### src/hw/mshr_cfg.svh
`ifndef MSHR_CFG_SVH
`define MSHR_CFG_SVH

// ====================
// mshr sizing
// ====================

// entries in the miss table
`define MSHR_ENTRY_NUM 8

// ====================
// cache address fields
// ====================

`define TAG_W 20
`define SET_W 8
`define WAY_NUM 4

// ====================
// id widths
// ====================

`define TXNID_W 8
// linefill buffer slot, one quarter of the lfdb
`define LFDB_ID_W 2

`endif
### src/hw/mshr_pkg.sv
`default_nettype none

`include "mshr_cfg.svh"

package mshr_pkg;

    // ====================
    // index and id types
    // ====================

    typedef logic [$clog2(`MSHR_ENTRY_NUM)-1:0] entry_idx_t;

    // requester transaction id, returned with the fill
    typedef logic [`TXNID_W-1:0] txnid_t;

    // linefill buffer slot
    typedef logic [`LFDB_ID_W-1:0] lfdb_id_t;

    // ====================
    // entry life cycle
    // ====================

    // one miss, allocate through release
    typedef enum logic [2:0] {
        IDLE      = 3'd0,
        RESERVED  = 3'd1,
        DS_REQ    = 3'd2,
        WAIT_DATA = 3'd3,
        LF_WRITE  = 3'd4,
        WAIT_FILL = 3'd5
    } entry_state_t;

endpackage

`default_nettype wire

### src/hw/mshr_alloc.sv
`default_nettype none

`include "mshr_cfg.svh"

module mshr_alloc (
    input  logic [`MSHR_ENTRY_NUM-1:0] free,
    input  logic                       alloc_rdy,
    output logic                       alloc_vld,
    output mshr_pkg::entry_idx_t       alloc_idx,
    output logic [`MSHR_ENTRY_NUM-1:0] take
);

    logic grant;

    // lowest free entry wins, scan from the top down
    always_comb begin
        alloc_vld = 1'b0;
        alloc_idx = '0;
        for (int i = `MSHR_ENTRY_NUM - 1; i >= 0; i--) begin
            if (free[i]) begin
                alloc_vld = 1'b1;
                alloc_idx = mshr_pkg::entry_idx_t'(i);
            end
        end
    end

    assign grant = alloc_vld & alloc_rdy;

    // one-hot take back to the chosen entry
    always_comb begin
        take = '0;
        if (grant) begin
            take[alloc_idx] = 1'b1;
        end
    end

endmodule

`default_nettype wire

### config.mk
export PLATFORM = sky130hd
export DESIGN_NAME = mshr_alloc
export DESIGN_NICKNAME = d
export VERILOG_FILES = /design/src/hw/mshr_pkg.sv /design/src/hw/mshr_alloc.sv
export VERILOG_INCLUDE_DIRS = /design/src /design/src/hw
export SDC_FILE = /design/constraint.sdc
export NUM_CORES = 1
export LEC_CHECK = 0
export ABC_AREA = 1
export BUFFER_PORTS_ARGS = -buffer_cell sky130_fd_sc_hd__buf_2
export CAP_MARGIN = 15
export CELL_PAD_IN_SITES_DETAIL_PLACEMENT = 1
export CELL_PAD_IN_SITES_GLOBAL_PLACEMENT = 2
export CORE_MARGIN = 5
export CORE_UTILIZATION = 14
export DETAILED_ROUTE_END_ITERATION = 16
export PLACE_DENSITY = 0.94
export SYNTH_ARGS = -nofsm -noshare
export SYNTH_HDL_FRONTEND = slang
export SYNTH_SLANG_ARGS = --single-unit
### constraint.sdc
create_clock -name vclk -period 0.8
set_input_delay 0.08 -clock vclk [all_inputs]
set_output_delay 0.08 -clock vclk [all_outputs]
set_load 0.01 [all_outputs]
==> reports/metrics.cfg <==
[worst_setup_path]
crit_family = simple AND/OR/NAND/NOR gates
crit_chain = buf_8, clkinv_4, nand2_4, nand2_2, nand2_1, nand2_1, nand2_2, nand2_4, nand2_4, nor2_2, buf_2
end_kind = output pin
slowest_stage = buf_2
path_buf_inv = 3
worstSetupStartpointType = input pin
cpPeakStageDelay_ns = 0.13
cp_common_cell = nand2_4
crit_type = in2out
cp.arrival_ns = 0.90
cp_max_fo = 5
cp_num_cells = 11
required_ns = 0.72

[placed_design]
place.gp.congestion = 0.647
port_buffers = 21
placed_cell_area_um2 = 355
dpl.hpwl_um = 708
preCtsSetupSlack_ns = -0.213
place_inst = 82

[power]
power_density_nw_per_um2 = 476
p_total_w = 0.000254
vdd_drop_max_mv = 0.118
power.leakage_nw = 0.301

[final_layout]
n_fill_cell = 173
seq_area_um2 = 0
drive_above_1_share_pct = 72.2
clockBufferCount = 0
n_antenna_cell = 0
design_area_um2 = 534
instances_no_fill = 87
nets = 83
syn2layout_area_growth_pct = 175
seq_cell_count = 0

[route]
drt_wl_total_mm = 1.10
vias_per_cell = 4.24
route.vias.total = 369
drt_first_iter_violations = 2
drtPass1Iterations = 2
detail_route.wl_per_cell_um = 12.6
drc = 0
antenna_left = 0

[timing]
tns_ns = -1.43
maxSlewViolCount = 0
timing.final.crit_share_pct = 123
fmax_mhz = 1020
max-slew-margin-rel_pct = 79.4
final_hold_viol_count = 0
setup_ws_ns = -0.184
finalSetupViolCount = 12
period_needed_ns = 0.984
worst_slew_pin_slew_ns = 0.308
rsz0062_at_grt = true

[yosys]
syn_nets = 50
ys_types = 12
synth_area_leader_cell = inv_1
yosysSeqAreaShare_pct = 0
netlist_instances = 41
synth_area_um2 = 194
ys.warnings.count = 0
synth_area_per_cell_um2 = 4.73
yosysMostFrequentCell = inv_1
synth_top_area_share_pct = 17.4
ys_top_cells_by_area = inv_1, nand2_1, nor2_1
netlist_top_cells_count = inv_1, nand2_1, nor2_1, a21oi_1, nor2_2

[global_route]
grt_max_degree = 6
grt_use_total_pct = 10.6
grt_pass1_vias = 429
grt_antenna_before_repair = 0
grt_pass1_wl_mm = 1.75
grt-ovfl-total = 0

[job]
maxCapViolCount = 0

[worst_hold_path]
worstHoldPathCells = 4
worstHoldPathType = in2out

[floorplan]
die-height_um = 47.2
die_w_um = 47.2
start_util_pct = 14.9
fp.dieArea_um2 = 2230
core.rowCount = 13
core_area_um2 = 1300
io_pins = 21

[outcome]
violations = setup timing
status = complete, but fails checks

[cts]
ctsHoldBuffers = 0

cells in the final DEF, fill, tap and decap left out, types with 2 or more instances in the layout:
| cell type | n |
|---|---|
| nand2_4 | 5 |
| a21oi_1 | 2 |
| inv_4 | 2 |
| a21oi_2 | 2 |
| nor2_4 | 3 |
| buf_4 | 8 |
| nor2_1 | 5 |
| nand2_2 | 3 |
| nand2_1 | 4 |
| nor2_2 | 3 |
| buf_6 | 8 |
| inv_1 | 5 |
| buf_8 | 2 |
| buf_2 | 13 |
layout make-up:
| cell class | instances | area, um2 | share of cell area [%] |
|---|---|---|---|
| Inverter | 9 | 43.8 | 8.20 |
| Tap cell | 15 | 18.8 | 3.51 |
| Timing Repair Buffer | 31 | 245 | 45.9 |
| Multi-Input combinational cell | 32 | 226 | 42.4 |
worst min-delay path: stages:
cell	delay [ns]
buf_8	0.08
nor3_1	0.05
nand3_1	0.06
buf_2	0.12
report_power, final:
group	switching [W]	total [W]	internal, W
Combinational	0.000128	0.000254	0.000126
Clock	0	0	0
Sequential	0	0	0
what timing repair did:
action / 4_1_cts / 5_1_grt
pin swaps: 10 / 6
buffers inserted: 4 / 1
gates resized for setup: 24 / 15
endpoints found under the setup margin: 12 / 12
endpoints found under the hold margin: 0 / 0
path summary, 6_finish.rpt:
path,start,endpoint,slack [ns]
max,free[6],take[1],-0.18
min,free[6],alloc_vld,0.47
metal layers:
metal / global-route usage (%) / routed length (um)
met5: 0 / 0
met4: 2.21 / 27
met3: 1.53 / 50
met2: 22.2 / 654
met1: 10.7 / 365
per-stage QoR:
stage / hold slack [ns] / util [%]
after floorplan: 0.208 / -
after global placement: 0.498 / 27.3
after detailed placement: 0.506 / 27.3
after CTS: 0.477 / 36.2
after global routing: 0.509 / 41.1
final: 0.475 / 41.1
cells by family after synthesis:
family | after synthesis | synth area share [%]
AOI/OAI and AO/OA | 6 | 15.5
and+or+nand+nor | 26 | 67.1
buffers and inverters | 9 | 17.4
Power figures use the tool's default switching activity.
