--- config.mk ---
export PLATFORM = sky130hd
export DESIGN_NAME = mshr_ds_issue
export DESIGN_NICKNAME = d
export VERILOG_FILES = /design/src/hw/mshr_pkg.sv /design/src/hw/cache_addr_pkg.sv /design/src/hw/mshr_ds_issue.sv
export VERILOG_INCLUDE_DIRS = /design/src /design/src/hw
export SDC_FILE = /design/constraint.sdc
export NUM_CORES = 1
export LEC_CHECK = 0
export BUFFER_PORTS_ARGS = -buffer_cell sky130_fd_sc_hd__buf_2
export CAP_MARGIN = 10
export CELL_PAD_IN_SITES_DETAIL_PLACEMENT = 0
export CELL_PAD_IN_SITES_GLOBAL_PLACEMENT = 1
export CORE_MARGIN = 2
export CORE_UTILIZATION = 28
export CTS_CLUSTER_DIAMETER = 120
export DETAILED_ROUTE_END_ITERATION = 6
export PLACE_DENSITY_LB_ADDON = 0.1
export SLEW_MARGIN = 10
export SYNTH_ARGS = -nofsm -noshare
export SYNTH_HDL_FRONTEND = slang
export SYNTH_SLANG_ARGS = --single-unit
--- constraint.sdc ---
create_clock -name clk -period 1.4 [get_ports clk]
set_input_delay 0.28 -clock clk [delete_from_list [all_inputs] [get_ports clk]]
set_output_delay 0.28 -clock clk [all_outputs]
set_load 0.02 [all_outputs]
--- src/hw/mshr_cfg.svh ---
`ifndef MSHR_CFG_SVH
`define MSHR_CFG_SVH

// ====================
// mshr sizing
// ====================

// entries in the miss table
`define MSHR_ENTRY_NUM 8

// ====================
// cache address fields
// ====================

`define TAG_W 20
`define SET_W 8
`define WAY_NUM 4

// ====================
// id widths
// ====================

`define TXNID_W 8
// linefill buffer slot, one quarter of the lfdb
`define LFDB_ID_W 2

`endif
--- src/hw/mshr_pkg.sv ---
`default_nettype none

`include "mshr_cfg.svh"

package mshr_pkg;

    // ====================
    // index and id types
    // ====================

    typedef logic [$clog2(`MSHR_ENTRY_NUM)-1:0] entry_idx_t;

    // requester transaction id, returned with the fill
    typedef logic [`TXNID_W-1:0] txnid_t;

    // linefill buffer slot
    typedef logic [`LFDB_ID_W-1:0] lfdb_id_t;

    // ====================
    // entry life cycle
    // ====================

    // one miss, allocate through release
    typedef enum logic [2:0] {
        IDLE      = 3'd0,
        RESERVED  = 3'd1,
        DS_REQ    = 3'd2,
        WAIT_DATA = 3'd3,
        LF_WRITE  = 3'd4,
        WAIT_FILL = 3'd5
    } entry_state_t;

endpackage

`default_nettype wire

--- src/hw/cache_addr_pkg.sv ---
`default_nettype none

`include "mshr_cfg.svh"

package cache_addr_pkg;

    // address tag of a missed line
    typedef logic [`TAG_W-1:0] tag_t;

    // set index into tag and data ram
    typedef logic [`SET_W-1:0] set_t;

    // victim way picked by the tag pipe
    typedef logic [$clog2(`WAY_NUM)-1:0] way_t;

endpackage

`default_nettype wire

--- src/hw/mshr_ds_issue.sv ---
`default_nettype none

`include "mshr_cfg.svh"

module mshr_ds_issue (
    input  logic                   clk,
    input  logic                   rst,

    input  logic                   in_vld,
    input  mshr_pkg::entry_idx_t   in_idx,
    input  cache_addr_pkg::tag_t   in_tag,
    input  cache_addr_pkg::set_t   in_set,
    input  mshr_pkg::txnid_t       in_txnid,
    output logic                   in_rdy,

    input  logic                   lfdb_alloc_vld,
    input  mshr_pkg::lfdb_id_t     lfdb_alloc_id,
    output logic                   lfdb_alloc_rdy,

    output logic                   ds_req_vld,
    output mshr_pkg::entry_idx_t   ds_req_idx,
    output cache_addr_pkg::tag_t   ds_req_tag,
    output cache_addr_pkg::set_t   ds_req_set,
    output mshr_pkg::txnid_t       ds_req_txnid,
    output mshr_pkg::lfdb_id_t     ds_req_lfdb_id,
    input  logic                   ds_req_rdy
);

    logic load;

    // needs a free buffer slot and room in the register
    assign in_rdy = lfdb_alloc_vld & (~ds_req_vld | ds_req_rdy);
    assign load   = in_vld & in_rdy;

    // slot consumed together with the request
    assign lfdb_alloc_rdy = load;

    always_ff @(posedge clk) begin
        if (rst) begin
            ds_req_vld <= 1'b0;
        end else if (load) begin
            ds_req_vld <= 1'b1;
        end else if (ds_req_rdy) begin
            ds_req_vld <= 1'b0;
        end
    end

    always_ff @(posedge clk) begin
        if (load) begin
            ds_req_idx     <= in_idx;
            ds_req_tag     <= in_tag;
            ds_req_set     <= in_set;
            ds_req_txnid   <= in_txnid;
            ds_req_lfdb_id <= lfdb_alloc_id;
        end
    end

endmodule

`default_nettype wire

==> metrics.txt <==
result of the run completed; Top delay family on crit path flip-flops; peak per-stage delay on the critical path 0.35 ns; Critical Path Sink Type output pin; total cell area at the placement stage 1839 um^2; count of cells along the worst register-to-register path 4; total routing resource utilization after global routing 11.17%; post-synth cell types 7; number of hold buffers added after CTS 0; detailed-router iteration count before antenna repair 3; max capacitance violation total 0; final wirelength 2730 um; number of antenna violations at the first check in global routing 0; share of post-route cells with drive strength above 1 70.27%; average cell area after synthesis 27.71 um^2; clk slew on worst S/H paths 0.07 ns; routed vias/inst 3.995; layout filler cell count 424; signal arrival time at the worst endpoint 1.02 ns; Seq/Total Area, Yosys 96.06%; crit share post-route 93.16%; share of the synthesized area in the top cell type 94.52%; accumulated negative setup slack 0 ns; Min Clock Period, post-route 1.304 ns; endpoints failing hold 0; most area-consuming cells after synthesis sky130_fd_sc_hd__edfxtp_1, sky130_fd_sc_hd__dfxtp_1, sky130_fd_sc_hd__nand2b_4; total power draw 2386 uW; number of global-route vias before repair 866; Pleak 0.0008327 uW; First DRT Iteration DRCs 58; flop-to-flop setup slack 0.15 ns; number of I/O port buffers 89; GRT Residual Overflow 0; maximum clock path buffer count 2; Synthesized Nets 93; fin nets 193; number of buffers and inverters on the critical path 1; hold slack 0.1411 ns; total I/O pin count 90; CORE AREA 4414 um^2; Setup crit start kind flop; cell with the biggest individual delay on the critical path sky130_fd_sc_hd__dfxtp_4; count of pins over their slew limit 0; cell at the root of the clock tree sky130_fd_sc_hd__clkbuf_8; multi-input gate area in the final layout 51.30 um^2; max-slew headroom at the worst pin 88.20%; Starting Density 29.51%; post-synthesis register bit count 42; area growth from synthesis to final layout 47.93%; warning count from the yosys run 0; Total Die Area 5214 um^2; Die H 72.21 um; library cell occupying the most area in the post-synthesis netlist sky130_fd_sc_hd__edfxtp_1; total clock sinks 42; worst flop-to-flop path startpoint ds_req_vld; CTS tree yes; clk_lat worst skew 0.29 ns; HPWL Detailed 2176 um; final core utilization 43.65%; die width 72.21 um; endpoint of the lowest-slack register-to-register path ds_req_tag[1]; power density over cell area 1238 nW/um^2; routability congestion estimate 0.6936; largest fanout on the critical path 3; Post-route DRC 0; worst clock skew 0.003947 ns; clock buffer count from CTS 5; post-synth design cell area 1302 um^2; number of setup violations in the final report 0; chain of cells forming the critical path nand2b_4 -> nor2b_4 -> buf_2; slew of the pin with the lowest slew margin 0.1769 ns; ant diodes 0; first-pass GRT wire length 4119 um; data required time of the worst path 1.12 ns; worst setup path class flop to output pin; Routed wire per std cell 13.65 um; CTS resizes 0; H-tree depth 2; maximum number of pins on one net before global-route repair 15; via count 799; class of the tightest hold or removal check input pin to flop; Mapped Cells 47; unrepaired setup endpoints after global routing no; number of cells on the worst hold path 2; source of the worst hold timing path rst; Worst Hold Path EP ds_req_vld; number of antenna-violating nets in the routed design 0; Max Freq 0.7668 GHz; FF/Latch Area 1255 um^2; number of cell rows 24; final instance area 1927 um^2; Max VDD drop 0.5920 mV
==> sequential cells by signal, indices dropped and copies added, names as in the netlist <==
signal / cells
ds_req_vld: 1
ds_req_tag: 20
ds_req_lfdb_id: 2
ds_req_txnid: 8
ds_req_set: 8
ds_req_idx: 3
==> cell usage in the layout (no fill, tap or decap) <==
cell type | netlist | routed
sky130_fd_sc_hd__a21oi_2 | 1 | 1
sky130_fd_sc_hd__edfxtp_1 | 41 | 41
sky130_fd_sc_hd__clkbuf_8 | 0 | 5
sky130_fd_sc_hd__dfxtp_4 | 0 | 1
sky130_fd_sc_hd__and2_4 | 1 | 1
sky130_fd_sc_hd__buf_4 | 0 | 4
sky130_fd_sc_hd__nand2_2 | 1 | 1
sky130_fd_sc_hd__buf_2 | 0 | 89
sky130_fd_sc_hd__nand2b_4 | 1 | 1
sky130_fd_sc_hd__nor2b_4 | 1 | 1
sky130_fd_sc_hd__clkinv_1 | 0 | 3
==> layer usage <==
metal / wire length [um] / global-route usage, % / vias to the layer above
li1: - / - / 386
met1: 931 / 11.49 / 371
met2: 1530 / 18.86 / 40
met3: 253 / 4.583 / 2
met4: 15 / 6.918 / 0
met5: 0 / 0 / -
==> final cells by class <==
cell class	instances	area share (%)
clock inverter	3	0.5844
multi-input combinational	5	2.662
tap	52	3.377
timing repair buffer	93	24.68
sequential	42	65.13
clock buffer	5	3.571
==> power breakdown <==
group | internal (uW) | switching [uW] | total [uW]
logic | 93.8 | 134 | 227
registers | 1440 | 12.8 | 1460
clock network | 333 | 371 | 703
total | 1870 | 517 | 2390
==> stage by stage <==
| stage | std cells | setup slack (ns) |
|---|---|---|
| final | 200 | 0.09580 |
| after global routing | 200 | 0.02741 |
| after CTS | 200 | 0.06227 |
| after detailed placement | 191 | 0.07502 |
| after global placement | 191 | 0.1167 |
| after floorplan | 47 | -0.1930 |
==> Yosys cell counts <==
master	count
sky130_fd_sc_hd__dfxtp_1	1
sky130_fd_sc_hd__nand2_2	1
sky130_fd_sc_hd__and2_4	1
sky130_fd_sc_hd__nor2b_4	1
sky130_fd_sc_hd__a21oi_2	1
sky130_fd_sc_hd__nand2b_4	1
sky130_fd_sc_hd__edfxtp_1	41
==> worst reg2reg max path: stages (launching register included) <==
cell                       delay [ns]
sky130_fd_sc_hd__dfxtp_4         0.35
sky130_fd_sc_hd__nand2b_4        0.07
sky130_fd_sc_hd__nor2b_4         0.15
sky130_fd_sc_hd__buf_4           0.16
sky130_fd_sc_hd__buf_4           0.22
==> worst max path at each step <==
stage          startpoint              to  slack [ns]  depth (start not counted)
2_1_floorplan  ds_req_vld   ds_req_idx[0]       -0.19                          2
3_3_place_gp   ds_req_rdy   ds_req_set[5]        0.12                          4
3_5_place_dp   ds_req_rdy   ds_req_tag[1]        0.08                          4
4_1_cts        ds_req_vld  lfdb_alloc_rdy        0.06                          3
5_1_grt        ds_req_vld  lfdb_alloc_rdy        0.03                          3
6_report       ds_req_vld  lfdb_alloc_rdy         0.1                          3
==> timing repair <==
action | CTS | global route
endpoints found under the setup margin | 1 | 0
setup buffers | 1 | 0
hold endpoints to repair | 0 | 0
==> kinds of logic after synthesis <==
group / share of synthesized area, %
flip-flops: 96.06
AND/OR/NAND/NOR: 3.266
AO/OA/AOI/OAI: 0.6726
No activity file was read; power rests on OpenSTA's default activity.
