File: src/hw/mshr_cfg.svh
`ifndef MSHR_CFG_SVH
`define MSHR_CFG_SVH

// ====================
// mshr sizing
// ====================

// entries in the miss table
`define MSHR_ENTRY_NUM 8

// ====================
// cache address fields
// ====================

`define TAG_W 20
`define SET_W 8
`define WAY_NUM 4

// ====================
// id widths
// ====================

`define TXNID_W 8
// linefill buffer slot, one quarter of the lfdb
`define LFDB_ID_W 2

`endif
File: src/hw/mshr_pkg.sv
`default_nettype none

`include "mshr_cfg.svh"

package mshr_pkg;

    // ====================
    // index and id types
    // ====================

    typedef logic [$clog2(`MSHR_ENTRY_NUM)-1:0] entry_idx_t;

    // requester transaction id, returned with the fill
    typedef logic [`TXNID_W-1:0] txnid_t;

    // linefill buffer slot
    typedef logic [`LFDB_ID_W-1:0] lfdb_id_t;

    // ====================
    // entry life cycle
    // ====================

    // one miss, allocate through release
    typedef enum logic [2:0] {
        IDLE      = 3'd0,
        RESERVED  = 3'd1,
        DS_REQ    = 3'd2,
        WAIT_DATA = 3'd3,
        LF_WRITE  = 3'd4,
        WAIT_FILL = 3'd5
    } entry_state_t;

endpackage

`default_nettype wire

File: src/hw/cache_addr_pkg.sv
`default_nettype none

`include "mshr_cfg.svh"

package cache_addr_pkg;

    // address tag of a missed line
    typedef logic [`TAG_W-1:0] tag_t;

    // set index into tag and data ram
    typedef logic [`SET_W-1:0] set_t;

    // victim way picked by the tag pipe
    typedef logic [$clog2(`WAY_NUM)-1:0] way_t;

endpackage

`default_nettype wire

File: src/hw/mshr_entry.sv
`default_nettype none

`include "mshr_cfg.svh"

module mshr_entry #(
    parameter int ENTRY_ID = 0
) (
    input  logic                   clk,
    input  logic                   rst,

    input  logic                   take,

    input  logic                   update_en,
    input  mshr_pkg::entry_idx_t   update_idx,
    input  cache_addr_pkg::tag_t   update_tag,
    input  cache_addr_pkg::set_t   update_set,
    input  cache_addr_pkg::way_t   update_way,
    input  mshr_pkg::txnid_t       update_txnid,

    input  logic                   ds_gnt,
    input  logic                   ds_done,
    input  mshr_pkg::entry_idx_t   ds_done_idx,
    input  mshr_pkg::lfdb_id_t     ds_done_lfdb_id,

    input  logic                   lf_gnt,
    input  logic                   fill_done,
    input  mshr_pkg::entry_idx_t   fill_done_idx,

    output logic                   free,
    output logic                   ds_vld,
    output cache_addr_pkg::tag_t   ds_tag,
    output cache_addr_pkg::set_t   ds_set,
    output mshr_pkg::txnid_t       ds_txnid,
    output logic                   lf_vld,
    output cache_addr_pkg::set_t   lf_set,
    output cache_addr_pkg::way_t   lf_way,
    output mshr_pkg::lfdb_id_t     lf_lfdb_id
);

    localparam mshr_pkg::entry_idx_t MY_IDX = mshr_pkg::entry_idx_t'(ENTRY_ID);

    mshr_pkg::entry_state_t state_q;
    mshr_pkg::entry_state_t state_d;

    cache_addr_pkg::tag_t   tag_q;
    cache_addr_pkg::set_t   set_q;
    cache_addr_pkg::way_t   way_q;
    mshr_pkg::txnid_t       txnid_q;
    mshr_pkg::lfdb_id_t     lfdb_id_q;

    logic update_hit;
    logic done_hit;
    logic fill_hit;

    // ====================
    // broadcast decode
    // ====================

    assign update_hit = update_en & (update_idx == MY_IDX);
    assign done_hit   = ds_done & (ds_done_idx == MY_IDX);
    assign fill_hit   = fill_done & (fill_done_idx == MY_IDX);

    // ====================
    // state machine
    // ====================

    always_comb begin
        state_d = state_q;
        case (state_q)
            mshr_pkg::IDLE: begin
                if (take) begin
                    state_d = mshr_pkg::RESERVED;
                end
            end
            mshr_pkg::RESERVED: begin
                if (update_hit) begin
                    state_d = mshr_pkg::DS_REQ;
                end
            end
            mshr_pkg::DS_REQ: begin
                // granted means the issue stage took it
                if (ds_gnt) begin
                    state_d = mshr_pkg::WAIT_DATA;
                end
            end
            mshr_pkg::WAIT_DATA: begin
                if (done_hit) begin
                    state_d = mshr_pkg::LF_WRITE;
                end
            end
            mshr_pkg::LF_WRITE: begin
                if (lf_gnt) begin
                    state_d = mshr_pkg::WAIT_FILL;
                end
            end
            mshr_pkg::WAIT_FILL: begin
                if (fill_hit) begin
                    state_d = mshr_pkg::IDLE;
                end
            end
            default: begin
                state_d = mshr_pkg::IDLE;
            end
        endcase
    end

    always_ff @(posedge clk) begin
        if (rst) begin
            state_q <= mshr_pkg::IDLE;
        end else begin
            state_q <= state_d;
        end
    end

    // miss fields from the tag pipe, buffer slot from the data return
    always_ff @(posedge clk) begin
        if (update_hit && state_q == mshr_pkg::RESERVED) begin
            tag_q   <= update_tag;
            set_q   <= update_set;
            way_q   <= update_way;
            txnid_q <= update_txnid;
        end
        if (done_hit && state_q == mshr_pkg::WAIT_DATA) begin
            lfdb_id_q <= ds_done_lfdb_id;
        end
    end

    // ====================
    // outputs
    // ====================

    assign free       = (state_q == mshr_pkg::IDLE);
    assign ds_vld     = (state_q == mshr_pkg::DS_REQ);
    assign ds_tag     = tag_q;
    assign ds_set     = set_q;
    assign ds_txnid   = txnid_q;
    assign lf_vld     = (state_q == mshr_pkg::LF_WRITE);
    assign lf_set     = set_q;
    assign lf_way     = way_q;
    assign lf_lfdb_id = lfdb_id_q;

endmodule

`default_nettype wire

File: config.mk
export PLATFORM = sky130hd
export DESIGN_NAME = mshr_entry
export DESIGN_NICKNAME = d
export VERILOG_FILES = /design/src/hw/mshr_pkg.sv /design/src/hw/cache_addr_pkg.sv /design/src/hw/mshr_entry.sv
export VERILOG_INCLUDE_DIRS = /design/src /design/src/hw
export SDC_FILE = /design/constraint.sdc
export NUM_CORES = 1
export LEC_CHECK = 0
export BUFFER_PORTS_ARGS = -buffer_cell sky130_fd_sc_hd__buf_2
export CORE_MARGIN = 8
export CORE_UTILIZATION = 30
export DETAILED_ROUTE_END_ITERATION = 12
export PLACE_DENSITY = 0.62
export SLEW_MARGIN = 5
export SYNTH_ARGS = -nofsm -noshare
export SYNTH_HDL_FRONTEND = slang
export SYNTH_SLANG_ARGS = --single-unit
File: constraint.sdc
create_clock -name clk -period 5.4 [get_ports clk]
set_input_delay 1.35 -clock clk [delete_from_list [all_inputs] [get_ports clk]]
set_output_delay 1.35 -clock clk [all_outputs]
set_load 0.01 [all_outputs]
==> flow_summary.ini <==
[routing]
wl_met2_um = 1530
wl_per_cell_um = 14.4
initialDrtViolationCount = 19
dr.pass1.iters = 4
avgViaCountPerCell = 4.15
drt-met1-wl_um = 1470
routed_wirelength_um = 3670
drcViolationCount = 0
final_antenna_net_count = 0
dr_total_vias = 1063
top_layer = met4
wl_met3_um = 641

[floorplan]
initial_utilization = 0.308
core-area_sq_um = 5040
die_x_um = 88
die_h_um = 88
ios = 108
die-area_sq_um = 7740
placementRows = 26

[power_and_ir_drop]
leakage_nw = 0.933
p_comb_frac = 0.109
vdd_drop_max_mv = 0.115
power_frac_seq = 0.604
clock_power_share = 0.288
pwr_density_cell_nw_per_um2 = 294
p_int_mw = 0.500
p_switching_mw = 0.143
swShare = 0.222

[placed_design]
gp_congestion = 0.660
dp_hpwl_um = 3040
port_buffers = 107
dp.cells = 248

[setup_path]
worstSetupEndpoint = ds_tag[13]
reg2reg_depth = 2
critPathRequiredTime_ps = 5310
critPathArrivalTime_ps = 3080
reg2reg_slack_ps = 3310
crit_type = input port to flip-flop
cp-start-kind = input port
r2r-start = state_q[0]
crit_fanout = 38
end_kind = flip-flop
crit_path_start = update_idx[1]
r2r_end = ds_tag[13]

[logic_synthesis]
syn_nets = 139
syn_area_sq_um = 1560
ys_seq_area_frac = 0.811
netlist-cell-type-count = 24
netlist_instances = 82
syn_avg_cell_area_sq_um = 19.0
ys_ff_latch = 43
yosysWarnings = 0

[cells_and_area]
n_antenna_cell = 0
fin_cells = 256
fin_nets = 242
final_common_cell = buf_2
syn_to_final_growth_pct = 40.7
drive_gt1_frac = 0.629
final_cell_mix = 107 x buf_2, 40 x edfxtp_1, 5 x clkbuf_8

[sta]
worstMarginPinSlew_ps = 960
max_freq_mhz = 315
drv_slew = 0
finClkSkew_ps = 3.34
rsz0062_at_grt = false
relSlewSlack = 0.359
setup_tns_ps = 0
report.final.hold_viol_count = 0
period_needed_ps = 3170
setup_viol = 0
finalCritPeriodShare = 0.587

[grt]
grt_pass1_wl_um = 5320
grt_antenna_before_repair = 0
track_usage = 0.0924
grt_max_degree = 39
grt_pass1_vias = 1106
grt_overflow = 0

[clock_network]
clk_latency_ps = 280
root_buffer = clkbuf_8
cts_tree = yes
clock_sinks = 43
cts_resized = 0
clockBufferDepth = 2
postCtsSetupRepairBufs = 0
clk_pin_slew_ps = 70
htreeDepth = 2
numCtsBuffers = 5
hold_buffers = 0

[run_status]
status = complete, no violations

[min_path]
hold_path_class = flip-flop to flip-flop

[flow_run]
maxCapViolCount = 0
-- worst min path at each step --
stage,startpoint,endpoint,depth (start not counted)
after global routing,state_q[0],state_q[0],2
after floorplan,state_q[2],state_q[0],3
after detailed placement,state_q[0],state_q[0],2
final,state_q[0],state_q[0],2
after CTS,state_q[0],state_q[0],2
after global placement,state_q[0],state_q[0],2
-- routing by layer --
layer | vias to the layer above | GRT usage
met5 | - | 0
met4 | 0 | 0.0281
met3 | 5 | 0.0535
met2 | 84 | 0.144
met1 | 463 | 0.104
li1 | 511 | -
-- registers in the layout, indices dropped and copies added (netlist names) --
register	flops
ds_tag	20
ds_set	8
ds_txnid	8
state_q	3
lf_lfdb_id	2
lf_way	2
-- final cells by class --
| cell class | count | area (sq um) |
|---|---|---|
| fill | 464 | 2850 |
| sequential | 43 | 1260 |
| timing repair buffer | 107 | 536 |
| multi-input combinational | 28 | 220 |
| tap | 70 | 87.6 |
| clock buffer | 5 | 68.8 |
| clock inverter | 3 | 15.0 |
-- cell usage after synthesis (all sizes together) --
cell type  number  area share
a211o           2       0.011
and2            1      0.0040
and3            2      0.0080
buf            11       0.052
dfxtp           3       0.039
edfxtp         40        0.77
mux2i           2       0.013
nand2b          2      0.0080
nor2            3      0.0072
nor2b           3       0.012
nor3            1      0.0032
nor3b           2       0.013
nor4            1      0.0040
nor4b           2       0.011
o211a           1      0.0064
o21ai           1      0.0032
o21ba           1      0.0064
o31a            1      0.0056
o41ai           1      0.0056
or4b            1      0.0088
xnor2           1      0.0056
-- critical path, cell delays in order --
cell and delay [ps]:
buf_2 100, or4b_4 520, nor3b_2 260, nor2b_4 830
-- cells by family (layout without fill, tap and decap cells) --
group,count (synthesis),after routing,synth area share
buf+inv,11,115,0.0523
mux,2,2,0.0129
simple gates,18,18,0.0796
compound gates,7,7,0.0386
flops,43,43,0.811
xor+xnor,1,1,0.00563
-- through the flow --
step                      power, mW  setup slack [ps]  instance area (sq um)  hold WS [ps]   util
after floorplan               0.433              1110                   1560           632      -
after global placement        0.465              1900                   2100           646  0.417
after detailed placement      0.467              1860                   2100           646  0.417
after CTS                     0.656              2150                   2190           674  0.434
after global routing          0.679              2030                   2190           726  0.434
final                         0.644              2230                   2190           658  0.434
-- power by group through the flow --
stage,registers (mW),clock network [mW],logic (mW)
after floorplan,0.388,0,0.0454
after global placement,0.396,0,0.0690
after detailed placement,0.396,0,0.0705
after CTS,0.389,0.196,0.0710
after global routing,0.391,0.209,0.0786
final,0.389,0.185,0.0698
No activity file was read; power rests on OpenSTA's default activity.
